--- src/verilog/keypad_pkg.sv ---
package keypad_pkg;

  // Event FIFO sizing
  localparam int KEY_FIFO_DEPTH = 4;
  // Pointer needs at least one bit even for a single entry
  localparam int KEY_FIFO_PTR_W = (KEY_FIFO_DEPTH > 1) ? $clog2(KEY_FIFO_DEPTH) : 1;
  // Level must reach the full count, not just DEPTH-1
  localparam int KEY_FIFO_LVL_W = $clog2(KEY_FIFO_DEPTH + 1);

  // Keypad matrix lines
  // Row 1 means pressed
  typedef logic [3:0] row_t;
  // Columns are driven active low
  typedef logic [3:0] col_t;
  // Rows in the high nibble, inverted columns in the low nibble
  typedef logic [7:0] key_pos_t;
  // Code is 4*row_index + col_index, index 0 at bit 3
  typedef logic [3:0] key_code_t;

  typedef struct packed {
    key_code_t code;
    logic      multi;
  } key_event_t;

  typedef logic [KEY_FIFO_PTR_W-1:0] fifo_ptr_t;
  typedef logic [KEY_FIFO_LVL_W-1:0] fifo_level_t;

  // AXI4-Lite widths
  typedef logic [3:0]  axil_addr_t;
  typedef logic [31:0] axil_data_t;

  // Register map, byte addresses
  localparam axil_addr_t REG_CTRL   = 4'h0;
  localparam axil_addr_t REG_STATUS = 4'h4;
  localparam axil_addr_t REG_KEY    = 4'h8;

  // Field positions inside the key register
  localparam int KEY_MULTI_BIT = 4;
  localparam int KEY_VALID_BIT = 8;
  // Status level field starts here
  localparam int STATUS_LVL_LSB = 4;

  // Master-driven channel fields
  typedef struct packed {
    axil_addr_t awaddr;
    logic       awvalid;
    axil_data_t wdata;
    logic       wvalid;
    logic       bready;
    axil_addr_t araddr;
    logic       arvalid;
    logic       rready;
  } axil_req_t;

  // Slave-driven channel fields, responses are always OKAY
  typedef struct packed {
    logic       awready;
    logic       wready;
    logic       bvalid;
    logic       arready;
    axil_data_t rdata;
    logic       rvalid;
  } axil_rsp_t;

  typedef enum logic {IDLE, WAIT_RELEASE} entry_state_t;
  typedef enum logic [1:0] {READY, WRESP, RDATA} axil_state_t;

endpackage

--- src/verilog/keypad_scanner.sv ---
module keypad_scanner import keypad_pkg::*; (
  input  logic     clk,
  input  logic     nRst,
  input  logic     enable,
  input  logic     mode,
  input  row_t     row,
  output col_t     col,
  output key_pos_t key_pos,
  output logic     strobe
);

  // Two synchronizer stages and one delay stage for the edge
  row_t row_meta;
  row_t row_sync;
  row_t row_dly;
  col_t col_next;

  always_ff @(posedge clk, negedge nRst) begin
    if (!nRst) begin
      row_meta <= '0;
      row_sync <= '0;
      row_dly  <= '0;
      // All columns released, nothing can be read
      col      <= 4'b1111;
    end else begin
      row_meta <= row;
      row_sync <= row_meta;
      row_dly  <= row_sync;
      col      <= col_next;
    end
  end

  // Column rotation
  always_comb begin
    col_next = col;
    if (!mode) begin
      // Scan mode off parks every column high
      col_next = 4'b1111;
    end else if (|row) begin
      // Key under the active column, stay on it until release
      col_next = col;
    end else if (enable) begin
      case (col)
        4'b1111: col_next = 4'b0111;
        4'b0111: col_next = 4'b1011;
        4'b1011: col_next = 4'b1101;
        4'b1101: col_next = 4'b1110;
        4'b1110: col_next = 4'b0111;
        // Illegal pattern, recover to idle
        default: col_next = 4'b1111;
      endcase
    end
  end

  // One pulse per rising row bit, three edges after the pin moves
  assign strobe = |(row_sync & ~row_dly);

  // Raw position only when a row and a driven column are both present
  always_comb begin
    if ((|row) && (|(~col))) begin
      key_pos = {row, ~col};
    end else begin
      key_pos = '0;
    end
  end

  // Never more than one column driven low
  a_col_single_low: assert property (
    @(posedge clk) disable iff (!nRst)
    (col == 4'b1111) || $onehot(~col)
  ) else $error("keypad_scanner: more than one column driven low");

endmodule

--- src/verilog/key_entry_fsm.sv ---
module key_entry_fsm import keypad_pkg::*; (
  input  logic       clk,
  input  logic       nRst,
  input  key_pos_t   key_pos,
  input  logic       strobe,
  input  logic       ev_ready,
  input  logic       overflow_clr,
  output logic       ev_valid,
  output key_event_t ev_data,
  output logic       overflow
);

  entry_state_t state;
  entry_state_t state_next;
  // New press accepted this cycle
  logic         hit;
  // Rows have let go
  logic         released;

  // One-hot halves to key code
  function automatic key_event_t encode(key_pos_t pos);
    key_event_t ev;
    row_t       rows;
    col_t       cols;
    ev   = '0;
    rows = pos[7:4];
    cols = pos[3:0];
    // Walk upward so bit 3 (index 0) overrides lower rows
    for (int i = 0; i < 4; i++) begin
      if (rows[i]) begin
        ev.code[3:2] = 2'(3 - i);
      end
      if (cols[i]) begin
        ev.code[1:0] = 2'(3 - i);
      end
    end
    // Two or more rows in one column
    ev.multi = ($countones(rows) > 1);
    return ev;
  endfunction

  assign hit      = (state == IDLE) && strobe && (key_pos != '0);
  assign released = (key_pos[7:4] == '0);

  always_comb begin
    state_next = state;
    case (state)
      IDLE: begin
        if (hit) begin
          state_next = WAIT_RELEASE;
        end
      end
      WAIT_RELEASE: begin
        // Further strobes are ignored until the key lets go
        if (released) begin
          state_next = IDLE;
        end
      end
      default: state_next = IDLE;
    endcase
  end

  always_ff @(posedge clk, negedge nRst) begin
    if (!nRst) begin
      state    <= IDLE;
      ev_valid <= 1'b0;
      overflow <= 1'b0;
    end else begin
      state    <= state_next;
      // Single cycle offer, never held
      ev_valid <= hit;
      // Dropped event wins over a clear in the same cycle
      if (ev_valid && !ev_ready) begin
        overflow <= 1'b1;
      end else if (overflow_clr) begin
        overflow <= 1'b0;
      end
    end
  end

  // Event payload
  always_ff @(posedge clk) begin
    if (hit) begin
      ev_data <= encode(key_pos);
    end
  end

  a_ev_one_cycle: assert property (
    @(posedge clk) disable iff (!nRst)
    ev_valid |=> !ev_valid
  ) else $error("key_entry_fsm: ev_valid held for two cycles");

endmodule

--- src/verilog/key_event_fifo.sv ---
module key_event_fifo import keypad_pkg::*; (
  input  logic        clk,
  input  logic        nRst,
  input  logic        push,
  input  key_event_t  push_data,
  input  logic        pop,
  output logic        push_ready,
  output key_event_t  pop_data,
  output logic        empty,
  output fifo_level_t level
);

  // Storage
  key_event_t mem [KEY_FIFO_DEPTH];
  fifo_ptr_t  wr_ptr;
  fifo_ptr_t  rd_ptr;
  logic       do_push;
  logic       do_pop;

  // Wrap at DEPTH so non power of two depths also work
  function automatic fifo_ptr_t ptr_inc(fifo_ptr_t p);
    return (p == fifo_ptr_t'(KEY_FIFO_DEPTH - 1)) ? '0 : p + 1'b1;
  endfunction

  assign push_ready = (level != fifo_level_t'(KEY_FIFO_DEPTH));
  assign empty      = (level == '0);
  assign do_push    = push && push_ready;
  assign do_pop     = pop && !empty;
  // Head entry, shown while not empty
  assign pop_data   = mem[rd_ptr];

  always_ff @(posedge clk, negedge nRst) begin
    if (!nRst) begin
      wr_ptr <= '0;
      rd_ptr <= '0;
      level  <= '0;
    end else begin
      if (do_push) begin
        wr_ptr <= ptr_inc(wr_ptr);
      end
      if (do_pop) begin
        rd_ptr <= ptr_inc(rd_ptr);
      end
      // Simultaneous push and pop leave the count alone
      case ({do_push, do_pop})
        2'b10:   level <= level + 1'b1;
        2'b01:   level <= level - 1'b1;
        default: level <= level;
      endcase
    end
  end

  always_ff @(posedge clk) begin
    if (do_push) begin
      mem[wr_ptr] <= push_data;
    end
  end

  // Register slave must never pop an empty FIFO
  a_no_pop_empty: assert property (
    @(posedge clk) disable iff (!nRst)
    pop |-> !empty
  ) else $error("key_event_fifo: pop while empty");

  // A refused push leaves the FIFO full
  a_no_push_full: assert property (
    @(posedge clk) disable iff (!nRst)
    (push && !push_ready && !pop) |=> (level == fifo_level_t'(KEY_FIFO_DEPTH))
  ) else $error("key_event_fifo: push accepted while full");

endmodule

--- src/verilog/keypad_axil_slave.sv ---
module keypad_axil_slave import keypad_pkg::*; (
  input  logic        clk,
  input  logic        nRst,
  input  axil_req_t   axil_req,
  input  key_event_t  pop_data,
  input  logic        fifo_empty,
  input  fifo_level_t level,
  input  logic        overflow,
  output axil_rsp_t   axil_rsp,
  output logic        scan_enable,
  output logic        scan_mode,
  output logic        pop,
  output logic        overflow_clr
);

  axil_state_t state;
  // Handshakes, both only possible in READY
  logic        wr_hs;
  logic        rd_hs;
  // Control register bits
  logic        ctrl_enable;
  logic        ctrl_mode;
  axil_data_t  rd_word;
  axil_data_t  rdata_q;

  // Write needs address and data together; it beats a read
  assign wr_hs = (state == READY) && axil_req.awvalid && axil_req.wvalid;
  assign rd_hs = (state == READY) && axil_req.arvalid &&
                 !(axil_req.awvalid && axil_req.wvalid);

  assign axil_rsp.awready = wr_hs;
  assign axil_rsp.wready  = wr_hs;
  assign axil_rsp.arready = rd_hs;
  assign axil_rsp.bvalid  = (state == WRESP);
  assign axil_rsp.rvalid  = (state == RDATA);
  assign axil_rsp.rdata   = rdata_q;

  // Key read consumes the head entry at the handshake
  assign pop = rd_hs && (axil_req.araddr == REG_KEY) && !fifo_empty;
  // Write-one-to-clear on status bit 1
  assign overflow_clr = wr_hs && (axil_req.awaddr == REG_STATUS) && axil_req.wdata[1];

  assign scan_enable = ctrl_enable;
  assign scan_mode   = ctrl_mode;

  // Read data mux
  always_comb begin
    rd_word = '0;
    case (axil_req.araddr)
      REG_CTRL: begin
        rd_word[0] = ctrl_enable;
        rd_word[1] = ctrl_mode;
      end
      REG_STATUS: begin
        rd_word[0] = !fifo_empty;
        rd_word[1] = overflow;
        rd_word[STATUS_LVL_LSB +: $bits(fifo_level_t)] = level;
      end
      REG_KEY: begin
        // Empty FIFO reads back as all zero
        if (!fifo_empty) begin
          rd_word[3:0]           = pop_data.code;
          rd_word[KEY_MULTI_BIT] = pop_data.multi;
          rd_word[KEY_VALID_BIT] = 1'b1;
        end
      end
      default: rd_word = '0;
    endcase
  end

  always_ff @(posedge clk, negedge nRst) begin
    if (!nRst) begin
      state       <= READY;
      ctrl_enable <= 1'b0;
      ctrl_mode   <= 1'b0;
    end else begin
      case (state)
        READY: begin
          if (wr_hs) begin
            state <= WRESP;
            if (axil_req.awaddr == REG_CTRL) begin
              ctrl_enable <= axil_req.wdata[0];
              ctrl_mode   <= axil_req.wdata[1];
            end
          end else if (rd_hs) begin
            state <= RDATA;
          end
        end
        // Hold the response until the master takes it
        WRESP: if (axil_req.bready) state <= READY;
        RDATA: if (axil_req.rready) state <= READY;
        default: state <= READY;
      endcase
    end
  end

  // Capture read data with the handshake, before the pop moves the head
  always_ff @(posedge clk) begin
    if (rd_hs) begin
      rdata_q <= rd_word;
    end
  end

  a_one_response: assert property (
    @(posedge clk) disable iff (!nRst)
    !(axil_rsp.bvalid && axil_rsp.rvalid)
  ) else $error("keypad_axil_slave: bvalid and rvalid high together");

endmodule

--- src/verilog/keypad_ctrl_top.sv ---
module keypad_ctrl_top import keypad_pkg::*; (
  input  logic      clk,
  input  logic      nRst,
  input  row_t      row,
  output col_t      col,
  input  axil_req_t axil_req,
  output axil_rsp_t axil_rsp
);

  // Control from the register slave
  logic        scan_enable;
  logic        scan_mode;
  // Scanner to entry machine
  key_pos_t    key_pos;
  logic        strobe;
  // Entry machine to FIFO
  logic        ev_valid;
  logic        ev_ready;
  key_event_t  ev_data;
  // Overflow flag and its clear
  logic        overflow;
  logic        overflow_clr;
  // FIFO to register slave
  key_event_t  pop_data;
  logic        fifo_empty;
  fifo_level_t level;
  logic        pop;

  // Producer side
  keypad_scanner keypad_scanner_i (
    .clk     (clk),
    .nRst    (nRst),
    .enable  (scan_enable),
    .mode    (scan_mode),
    .row     (row),
    .col     (col),
    .key_pos (key_pos),
    .strobe  (strobe)
  );

  key_entry_fsm key_entry_fsm_i (
    .clk          (clk),
    .nRst         (nRst),
    .key_pos      (key_pos),
    .strobe       (strobe),
    .ev_ready     (ev_ready),
    .overflow_clr (overflow_clr),
    .ev_valid     (ev_valid),
    .ev_data      (ev_data),
    .overflow     (overflow)
  );

  // Buffer
  key_event_fifo key_event_fifo_i (
    .clk        (clk),
    .nRst       (nRst),
    .push       (ev_valid),
    .push_data  (ev_data),
    .pop        (pop),
    .push_ready (ev_ready),
    .pop_data   (pop_data),
    .empty      (fifo_empty),
    .level      (level)
  );

  // Consumer
  keypad_axil_slave keypad_axil_slave_i (
    .clk          (clk),
    .nRst         (nRst),
    .axil_req     (axil_req),
    .pop_data     (pop_data),
    .fifo_empty   (fifo_empty),
    .level        (level),
    .overflow     (overflow),
    .axil_rsp     (axil_rsp),
    .scan_enable  (scan_enable),
    .scan_mode    (scan_mode),
    .pop          (pop),
    .overflow_clr (overflow_clr)
  );

endmodule

--- config.mk ---
export PLATFORM = sky130hd
export DESIGN_NAME = keypad_ctrl_top
export DESIGN_NICKNAME = d
export VERILOG_FILES = /design/src/verilog/keypad_pkg.sv /design/src/verilog/keypad_scanner.sv /design/src/verilog/key_entry_fsm.sv /design/src/verilog/key_event_fifo.sv /design/src/verilog/keypad_axil_slave.sv /design/src/verilog/keypad_ctrl_top.sv
export SDC_FILE = /design/constraint.sdc
export NUM_CORES = 1
export LEC_CHECK = 0
export BUFFER_PORTS_ARGS = -buffer_cell sky130_fd_sc_hd__buf_2
export CORE_MARGIN = 3
export CORE_UTILIZATION = 53
export CTS_BUF_LIST = sky130_fd_sc_hd__clkbuf_8
export CTS_CLUSTER_DIAMETER = 120
export DETAILED_ROUTE_END_ITERATION = 7
export MAX_ROUTING_LAYER = met4
export PLACE_DENSITY_LB_ADDON = 0.3
export SYNTH_ARGS = -nofsm -noshare
export SYNTH_HDL_FRONTEND = slang
export SYNTH_SLANG_ARGS = --single-unit
--- constraint.sdc ---
create_clock -name clk -period 2.7 [get_ports clk]
set_input_delay 0.81 -clock clk [delete_from_list [all_inputs] [get_ports clk]]
set_output_delay 0.81 -clock clk [all_outputs]
set_load 0.005 [all_outputs]
Yosys cells after proc, flatten, opt, wreduce, memory -nomap -nowiden
Memory sizes are Yosys's and may differ from the RTL's.
Cells that the tools add are included.
Cells by class
  $add $sub $neg: 7
  multipliers: 0
  divide/modulo/power cells: 0
  $lt $le $gt $ge: 1
  equal/unequal tests: 20
  shift-type cells: 0
  multiplexer cells: 30
  bitwise logic cells: 5
  reduce and logical (&&, ||, !) cells: 36
Operators with widths (number)
  32-bit adder: 1
  32-bit by 2-bit greater-than comparator with 1-bit output (second input constant): 1
  4-bit equality test (second input constant): 5
  2-bit 2-to-1 mux: 10
  4-bit one-hot mux with 4 select lines: 1
  1-bit logical AND: 15
  4-bit by 3-bit equality test with 1-bit output (second input constant): 3
  4-bit zero test: 3
  4-bit 2-to-1 mux: 3
  2-bit one-hot mux with 3 select lines: 2
  4-bit OR reduction: 3
  1-bit 2-to-1 mux: 9
  2-bit equality test (second input constant): 4
  8-bit 2-to-1 mux: 1
  4-bit inverter: 2
  8-bit nonzero test: 1
  2-bit OR reduction: 4
  2-bit != test (second input constant): 3
  3-bit one-hot mux with 2 select lines: 1
  3-bit AND reduction: 2
  5-bit 2-to-1 mux: 1
  1-bit by 1-bit adder with 2-bit output: 2
  2-bit by 1-bit adder with 2-bit output (second input constant): 2
  4-bit AND: 1
  13 further kinds: 19
Word-level totals
  register bits: 43
  latch bits: 0
  bits in writable memories: 20
  ROM bits: 0
  output and inout bits: 41
  logic and storage cells: 122
  memories: 1
Memory list
  key_event_fifo_i.mem: words 4, bits a word 5, read ports 1, clocked after memory_dff 0, write ports 1, RTL line key_event_fifo.sv:14  | key_event_t mem [KEY_FIFO_DEPTH];

Longest topological paths before layout
Gate-level depths: netlist of run 1.
  depth in word-level cells: 8
  depth in mapped cells: 10
  mapped depth without buffers: 9

Hierarchy
A second synthesis of run 1 with hierarchy kept.
Unflattened totals
  cells, all modules: 223
  area, all modules: 2999.1 µm²
Modules (own cells, without submodules)
  key_event_fifo: times used 1, cells each 66, area each 1176.1 µm², sequential area each 775.7 µm²
  keypad_axil_slave: times used 1, cells each 74, area each 820.8 µm², sequential area each 340.3 µm²
  keypad_scanner: times used 1, cells each 50, area each 611.8 µm², sequential area each 405.4 µm²
  key_entry_fsm: times used 1, cells each 33, area each 390.4 µm², sequential area each 225.2 µm²

Worst setup path after synthesis of run 1
Ideal clock, no wire load.
  kind: input to register
  from: input axil_req[3] (netlist name)
  to: register key_event_fifo_i.level[2]
  setup time: 0.079 ns
  arrival time: 2.478 ns
  data required time: 2.621 ns
  setup slack: 0.143 ns
  stages on the path: 10
  cells stage by stage: nor2_1 -> and4b_1 -> buf_6 -> and4_4 -> ha_1 -> inv_1 -> fa_1 -> xor2_1 -> nor2_1 -> xor2_1
On the way
  longest elaborated chain between the ends: 6
  elaborated cells on any way between the ends: 8
  those cells by class: eq/ne: 3; mux: 1; reduce/logical: 4
RTL lines
  start, declared: RTL line keypad_ctrl_top.sv:6  | input axil_req_t axil_req,
  4-bit equality test (*): RTL line keypad_axil_slave.sv:39  | assign pop = rd_hs && (axil_req.araddr == REG_KEY) && !fifo_empty;
  1-bit logical AND (*) (2 in series): RTL line keypad_axil_slave.sv:39
  1-bit logical AND (*): RTL line key_event_fifo.sv:28  | assign do_pop = pop && !empty;
  named net key_event_fifo_i.do_pop: RTL line key_event_fifo.sv:18  | logic do_pop;
  2-bit by 1-bit equality test with 1-bit output or 2-bit equality test (tied branches): RTL line key_event_fifo.sv:45  | case ({do_push, do_pop})
  3-bit one-hot mux with 2 select lines or 2-bit nonzero test (tied branches)
  end signal, assigned: RTL line key_event_fifo.sv:46  | 2'b10: level <= level + 1'b1;
  end signal, assigned: RTL line key_event_fifo.sv:47  | 2'b01: level <= level - 1'b1;
  end signal, assigned: RTL line key_event_fifo.sv:48  | default: level <= level;
  end, declared: RTL line key_event_fifo.sv:10  | output fifo_level_t level
The timed path passes the listed nets; every way through them passes the cells marked *.
A chain may end at the register's enable or synchronous reset.

Worst setup path after layout of run 1
  from: register keypad_scanner_i.col[1]
  to: register, netlist name key_entry_fsm_i.ev_data[0]
On the way
  longest elaborated chain between the ends: 7
  elaborated cells on any way between the ends: 8
  those cells by class: add/sub: 3; order compare: 1; mux: 1; bitwise: 1; reduce/logical: 2
RTL lines
  start, declared: RTL line keypad_scanner.sv:7  | output col_t col,
  start signal, assigned: RTL line keypad_scanner.sv:29  | col <= col_next;
  4-bit inverter (*): RTL line keypad_scanner.sv:60  | if ((|row) && (|(~col))) begin
  4-bit OR reduction (*): RTL line keypad_scanner.sv:60
  1-bit logical AND (*): RTL line keypad_scanner.sv:60
  8-bit 2-to-1 mux (*): RTL line keypad_scanner.sv:60
  1-bit by 1-bit adder with 2-bit output (not written as such): RTL line key_entry_fsm.sv:38  | ev.multi = ($countones(rows) > 1);
  32-bit adder (not written as such) (*): RTL line key_entry_fsm.sv:38
  32-bit by 2-bit greater-than comparator with 1-bit output (*): RTL line key_entry_fsm.sv:38
Mark *: on every way between the ends. The rest lies on a longest branch, timed or not.

==> results of run 1 <==
-- state kept, by name (all words and copies together) (netlist names) --
register / flops
key_event_fifo_i.level: 3
keypad_scanner_i.row_dly: 4
keypad_axil_slave_i.scan_enable: 1
key_entry_fsm_i.ev_data: 5
keypad_scanner_i.col: 4
key_entry_fsm_i.state: 1
key_event_fifo_i.wr_ptr: 2
keypad_axil_slave_i.rdata_q: 8
key_entry_fsm_i.overflow: 1
key_event_fifo_i.mem: 20
keypad_axil_slave_i.scan_mode: 1
keypad_scanner_i.row_sync: 4
key_entry_fsm_i.ev_valid: 1
keypad_axil_slave_i.state: 2
keypad_scanner_i.row_meta: 4
key_event_fifo_i.rd_ptr: 2
-- logic make-up (layout without fill, tap and decap cells) --
kind of cell,Yosys count,after routing,share of synthesized area
buffers and inverters,49,82,0.101
XOR/XNOR,3,3,0.00909
other,1,24,0.00130
AND/OR/NAND/NOR,56,56,0.105
AO/OA/AOI/OAI,21,21,0.0502
adder cells (fa/ha/maj),13,13,0.0615
flip-flops,63,63,0.604
multiplexers,12,12,0.0675
-- report_power, final --
part	internal [mW]	leakage, nW	switching [mW]	total, mW
clock network	0.512	0.106	0.344	0.856
registers	1.09	0.664	0.0948	1.18
logic	0.165	0.756	0.129	0.294
-- cells in the final DEF, fill, tap and decap left out, types with 3 or more instances in the layout --
cell type,n
and2_1,6
buf_2,37
buf_4,9
clkbuf_8,9
conb_1,24
dfrtp_1,26
dfstp_2,4
edfxtp_1,33
ha_1,11
inv_1,21
mux2i_1,3
mux4_2,5
nand2_1,16
nor2_1,11
o21ai_0,8
-- final cells by class --
cell class / instances / share of cell area
Clock buffer: 9 / 0.0374
Multi-Input combinational cell: 129 / 0.283
Sequential cell: 63 / 0.527
Inverter: 20 / 0.0227
Clock inverter: 7 / 0.0268
Tap cell: 70 / 0.0264
Timing Repair Buffer: 46 / 0.0763
-- Yosys cell counts, drive strengths merged (2+ instances only) --
cell type  instances
mux2               4
or2                2
mux4               5
and3               2
xor2               2
o41ai              2
nand2b             2
nand3              2
nor2b              2
mux2i              3
fa                 2
nor2              11
edfxtp            33
buf               28
o21ai              8
ha                11
dfstp              4
nor4b              2
inv               20
dfrtp             26
nand2             16
o22ai              2
and2               8
a32o               2
-- per-stage QoR --
stage	cell area (µm²)	util	hold slack (ns)	power [mW]
final	3310	0.636	0.352	2.33
after CTS	3310	0.636	0.356	2.36
after global placement	3100	0.595	0.333	1.48
after detailed placement	3100	0.595	0.337	1.50
after floorplan	2980	-	0.331	1.41
after global routing	3310	0.636	0.369	2.46
-- worst max-delay path, stage by stage, from the launching register on --
cell and delay [ns]:
dfstp_2 0.59, nand4_1 0.20, nand2_1 0.18, ha_1 0.24, and2_1 0.16, fa_1 0.41, or2_2 0.29
-- worst paths after layout --
path | startpoint | endpoint | depth (start not counted)
setup / recovery | keypad_scanner_i.col[1] | key_entry_fsm_i.ev_data[0] | 6
hold / removal | keypad_scanner_i.row_meta[2] | keypad_scanner_i.row_sync[2] | 0
setup reg to reg | keypad_scanner_i.col[1] | key_entry_fsm_i.ev_data[0] | 6
hold reg to reg | keypad_scanner_i.row_meta[2] | keypad_scanner_i.row_sync[2] | 0
max in group asynchronous | nRst | key_event_fifo_i.wr_ptr[1] | 1
min in group asynchronous | nRst | key_event_fifo_i.rd_ptr[1] | 1
-- per-layer routing --
metal  vias to the layer above  wire (µm)
met5                         -          0
met2                        45       2370
met3                         5        287
li1                        809          -
met4                         0         71
met1                       812       1820
==> out/metrics.yaml, run 1 <==
run_status:
  outcome: "finished clean"
synth:
  synth_async_sr_flop_share: 0.476
  synth-edff-count: 33
  yosysTopAreaCellShare: 0.343
  syn-cell-area_um2: 2890
  ys_warn_count: 0
  ys_types: 46
  synth_top_cells_by_area: "edfxtp_1, dfrtp_1, buf_4"
  synth_top_area_cell: "edfxtp_1"
  syn_area_per_cell_um2: 13.3
  synth_ff_type: "edfxtp_1"
  syn-instance-count: 218
  ys_seq_area_frac: 0.604
  ys_seq_elements: 63
route:
  drtAntennaViolNets: 0
  viasPerCell: 4.86
  dr.first_iter.drc_count: 55
  dr.pass1.iters: 6
  drc: 0
  wl_per_cell_um: 13.2
  routed_wl_um: 4560
  vias: 1671
sta:
  setup_ws_ns: 0.383
  max_slew_margin: 0.557
  worst_pin_slew_ns: 0.664
  finalClockSkew_ns: 0.00411
  rsz0062_at_grt: "false"
  fin_setup_tns_ns: 0
  setup_viol: 0
  slew_viol_final: 0
  fin_crit_ns: 2.32
  hold_violations: 0
  fmax_ghz: 0.432
  post-route-period-util: 0.858
clock_network:
  clockBufferDepth: 2
  hold_buffers: 0
  clock-root-buffer: "clkbuf_8"
  htreeDepth: 3
  cts.sinks: 63
  cts_resized: 0
  clock_latency_ns: 0.33
  cts_tree: "built"
  cts-buffers-inserted: 9
  cts_setup_buffers: 0
  clk_pin_slew_ns: 0.07
floorplanning:
  dieArea_um2: 6380
  rows: 26
  die_w_um: 79.8
  io_pins: 92
  coreArea_um2: 5200
  fp.dieH_um: 79.8
  initial_core_util: 0.555
grt:
  track_usage: 0.168
  grt_pass1_wl_um: 7610
  use_met1: 0.182
  grtUsageMet3: 0.0677
  antenna_found_initial: 0
  grt_pass1_vias: 1631
  use_met2: 0.276
  busiest_layer: "met2"
  gr-total-overflow: 0
  grt_max_degree: 31
critical_path:
  crit_type: "reg2reg"
  worstPathArrival_ns: 2.39
  critPathMaxFanout: 7
  cp-start-kind: "flip-flop"
  endpoint_kind: "flip-flop"
  critPathRequiredTime_ns: 2.78
  regToRegSetupSlack_ns: 0.38
job:
  drv_cap: 0
min_path:
  hp-class: "reg2reg"
final_layout:
  multiInputGateArea_um2: 937
  diodes: 0
  syn_to_final_growth_pct: 14.6
  fill_cells: 428
  drive_above_1_share: 0.288
  regArea_um2: 1750
  instances_no_fill: 344
  nNetsFinal: 333
place:
  hpwlAfterDp_um: 3330
  place_congestion: 0.817
  placedCellCount: 328
  place_ws_ns: 0.0423
  numPortBuffers: 37
power:
  leakage_nw: 1.53
  p_per_area_nw_per_um2: 704
  ir_drop_uv: 423
Note: power is estimated with default switching activity, not from simulation.
==> run 2: changes to the inputs <==
Settings changed: CELL_PAD_IN_SITES_DETAIL_PLACEMENT set to 1, CELL_PAD_IN_SITES_GLOBAL_PLACEMENT set to 2, CORE_UTILIZATION 53 to 33, CTS_BUF_LIST sky130_fd_sc_hd__clkbuf_8 to not set.
==> run 2 against run 1 <==
Against the previous run: clock power shrank 2.6%; via count unchanged; flip-flop and latch count stayed put; routed wire length up 15%; worst hold slack improved by 0.0047 ns; first-iteration DRC count grew 85%; clock skew is 0.0049 ns higher; utilization shrank 24 points; worst setup slack got worse by 0.028 ns; sequential power about the same; cell count is 9.9% higher; combinational power hardly changed; critical endpoint unchanged.
==> out/metrics.yaml, run 2 (synthesis results as in run 1) <==
sta:
  finalClockSkew_ns: 0.00906  # +0.00494 ns
  hold_violations: 0  # unchanged
  fin_crit_ns: 2.35  # +0.0284 ns
  post-route-period-util: 0.869  # +0.0105
  max_slew_margin: 0.509  # -0.0488
  worst_pin_slew_ns: 0.737  # +0.0732 ns
  fin_setup_tns_ns: 0  # unchanged
  rsz0062_at_grt: "false"
  slew_viol_final: 0  # unchanged
  fmax_ghz: 0.426  # -1.2%
  setup_viol: 0  # unchanged
final_layout:
  syn_to_final_growth_pct: 15.6
  regMostFlops: "key_event_fifo_i.mem"
  fill_cells: 907  # +110%
  layout_common_cells: "buf_2, edfxtp_1, dfrtp_1, conb_1, inv_1"
  diodes: 0  # unchanged
  final_common_cell: "buf_2"
  top_regs: "key_event_fifo_i.mem: 20 flops, keypad_axil_slave_i.rdata_q: 8 flops, key_entry_fsm_i.ev_data: 5 flops"
  largest_reg_flops: 20  # unchanged
  drive_above_1_share: 0.289  # +0.00106
  nNetsFinal: 332  # -0.30%
job:
  drv_cap: 0  # unchanged
clock_network:
  clk_pin_slew_ns: 0.07  # about the same
  cts.sinks: 63  # unchanged
  cts_resized: 0  # unchanged
  clockBufferDepth: 2  # unchanged
  cts_tree: "built"
  cts_setup_buffers: 0  # unchanged
  hold_buffers: 0  # unchanged
  clock-root-buffer: "clkbuf_8"
  clock_latency_ns: 0.33  # about the same
  cts-buffers-inserted: 9  # unchanged
  htreeDepth: 3  # unchanged
route:
  dr.pass1.iters: 4  # -2
  drc: 0  # unchanged
  drtAntennaViolNets: 0  # unchanged
  vias: 1671  # unchanged
  routed_wl_um: 5250  # +15%
  viasPerCell: 4.42  # -9.0%
  wl_per_cell_um: 13.9  # +4.8%
  dr.first_iter.drc_count: 102  # +85%
min_path:
  hp-class: "reg2reg"
  min_path_cells: 0  # unchanged
grt:
  antenna_found_initial: 0  # unchanged
  track_usage: 0.116  # -0.0517
  grt_pass1_vias: 1741  # +6.7%
  grt_pass1_wl_um: 8540  # +12%
  grt_max_degree: 31  # unchanged
  gr-total-overflow: 0  # unchanged
critical_path:
  path_buf_inv: 0  # unchanged
  path_depth: 6  # unchanged
  critPathRequiredTime_ns: 2.78  # about the same
  worstPathCellList: "nand4_1, nand2_1, ha_1, and2_1, fa_1, or2_2"
  cp_slowest_cell: "dfstp_2"
  endpoint_kind: "flip-flop"
  crit_family: "simple AND/OR/NAND/NOR gates"
  cp-start-kind: "flip-flop"
  crit_type: "reg2reg"
  r2r_cells: 6  # unchanged
  critPathMaxFanout: 7  # unchanged
  worstPathArrival_ns: 2.42  # +0.03 ns
  slowest_delay_ns: 0.59  # about the same
power:
  p_per_area_nw_per_um2: 691  # -1.9%
  total_power_mw: 2.31  # -0.98%
  leakage_nw: 1.52  # -0.59%
  ir_drop_uv: 535  # +27%
place:
  place_congestion: 0.684  # -16%
  numPortBuffers: 37  # unchanged
  hpwlAfterDp_um: 3920  # +18%
floorplanning:
  dieArea_um2: 9920  # +56%
  die_w_um: 99.6  # +25%
  rows: 33  # +27%
  coreArea_um2: 8340  # +60%
  fp.dieH_um: 99.6  # +25%
  io_pins: 92  # unchanged
  initial_core_util: 0.347  # -0.209
run_status:
  outcome: "finished clean"
-- run 2: report_power, final --
group | internal (mW) | switching (mW) | leakage, nW | total (mW)
Sequential | 1.09 | 0.0972 | 0.664 | 1.18
Combinational | 0.163 | 0.129 | 0.751 | 0.292
Clock | 0.456 | 0.378 | 0.103 | 0.834
Total | 1.70 | 0.604 | 1.52 | 2.31
-- run 2: per-layer routing --
layer | GRT usage | up-vias | part of all wire
li1 | - | 811 | -
met1 | 0.135 | 812 | 0.43
met2 | 0.188 | 40 | 0.50
met3 | 0.0463 | 8 | 0.055
met4 | 0.0315 | 0 | 0.0086
met5 | - | - | 0
-- run 2: metrics by stage --
stage	util	cell area (µm²)	hold slack [ns]	setup slack (ns)	std cells
6_report	0.401	3340	0.356	0.355	378
5_1_grt	0.401	3340	0.370	0.229	378
4_1_cts	0.401	3340	0.365	0.336	378
3_5_place_dp	0.376	3140	0.336	0.0806	362
3_3_place_gp	0.376	3140	0.333	0.0696	362
2_1_floorplan	-	2980	0.331	0.143	241
-- run 2: path summary, 6_finish.rpt --
check	start	end	slack, ns
min in group asynchronous	nRst	keypad_axil_slave_i.state[1]	0.53
hold / removal	keypad_scanner_i.row_meta[0]	keypad_scanner_i.row_sync[0]	0.36
setup / recovery	keypad_scanner_i.col[1]	key_entry_fsm_i.ev_data[0]	0.35
setup reg to reg	keypad_scanner_i.col[1]	key_entry_fsm_i.ev_data[0]	0.35
max in group asynchronous	nRst	keypad_scanner_i.row_sync[1]	1.69
hold reg to reg	keypad_scanner_i.row_meta[0]	keypad_scanner_i.row_sync[0]	0.36
-- run 2: area by class of cell --
type,instances,area [µm²],share of cell area
Clock buffer,10,138,0.0412
Clock inverter,6,68.8,0.0206
Inverter,20,75.1,0.0225
Multi-Input combinational cell,129,937,0.280
Sequential cell,63,1750,0.523
Tap cell,105,131,0.0393
Timing Repair Buffer,45,245,0.0734
-- run 2: worst register-to-register path, cell delays in order, from the launching register on --
cell     delay, ns
dfstp_2       0.59
nand4_1       0.21
nand2_1       0.18
ha_1          0.24
and2_1        0.17
fa_1          0.41
or2_2         0.30
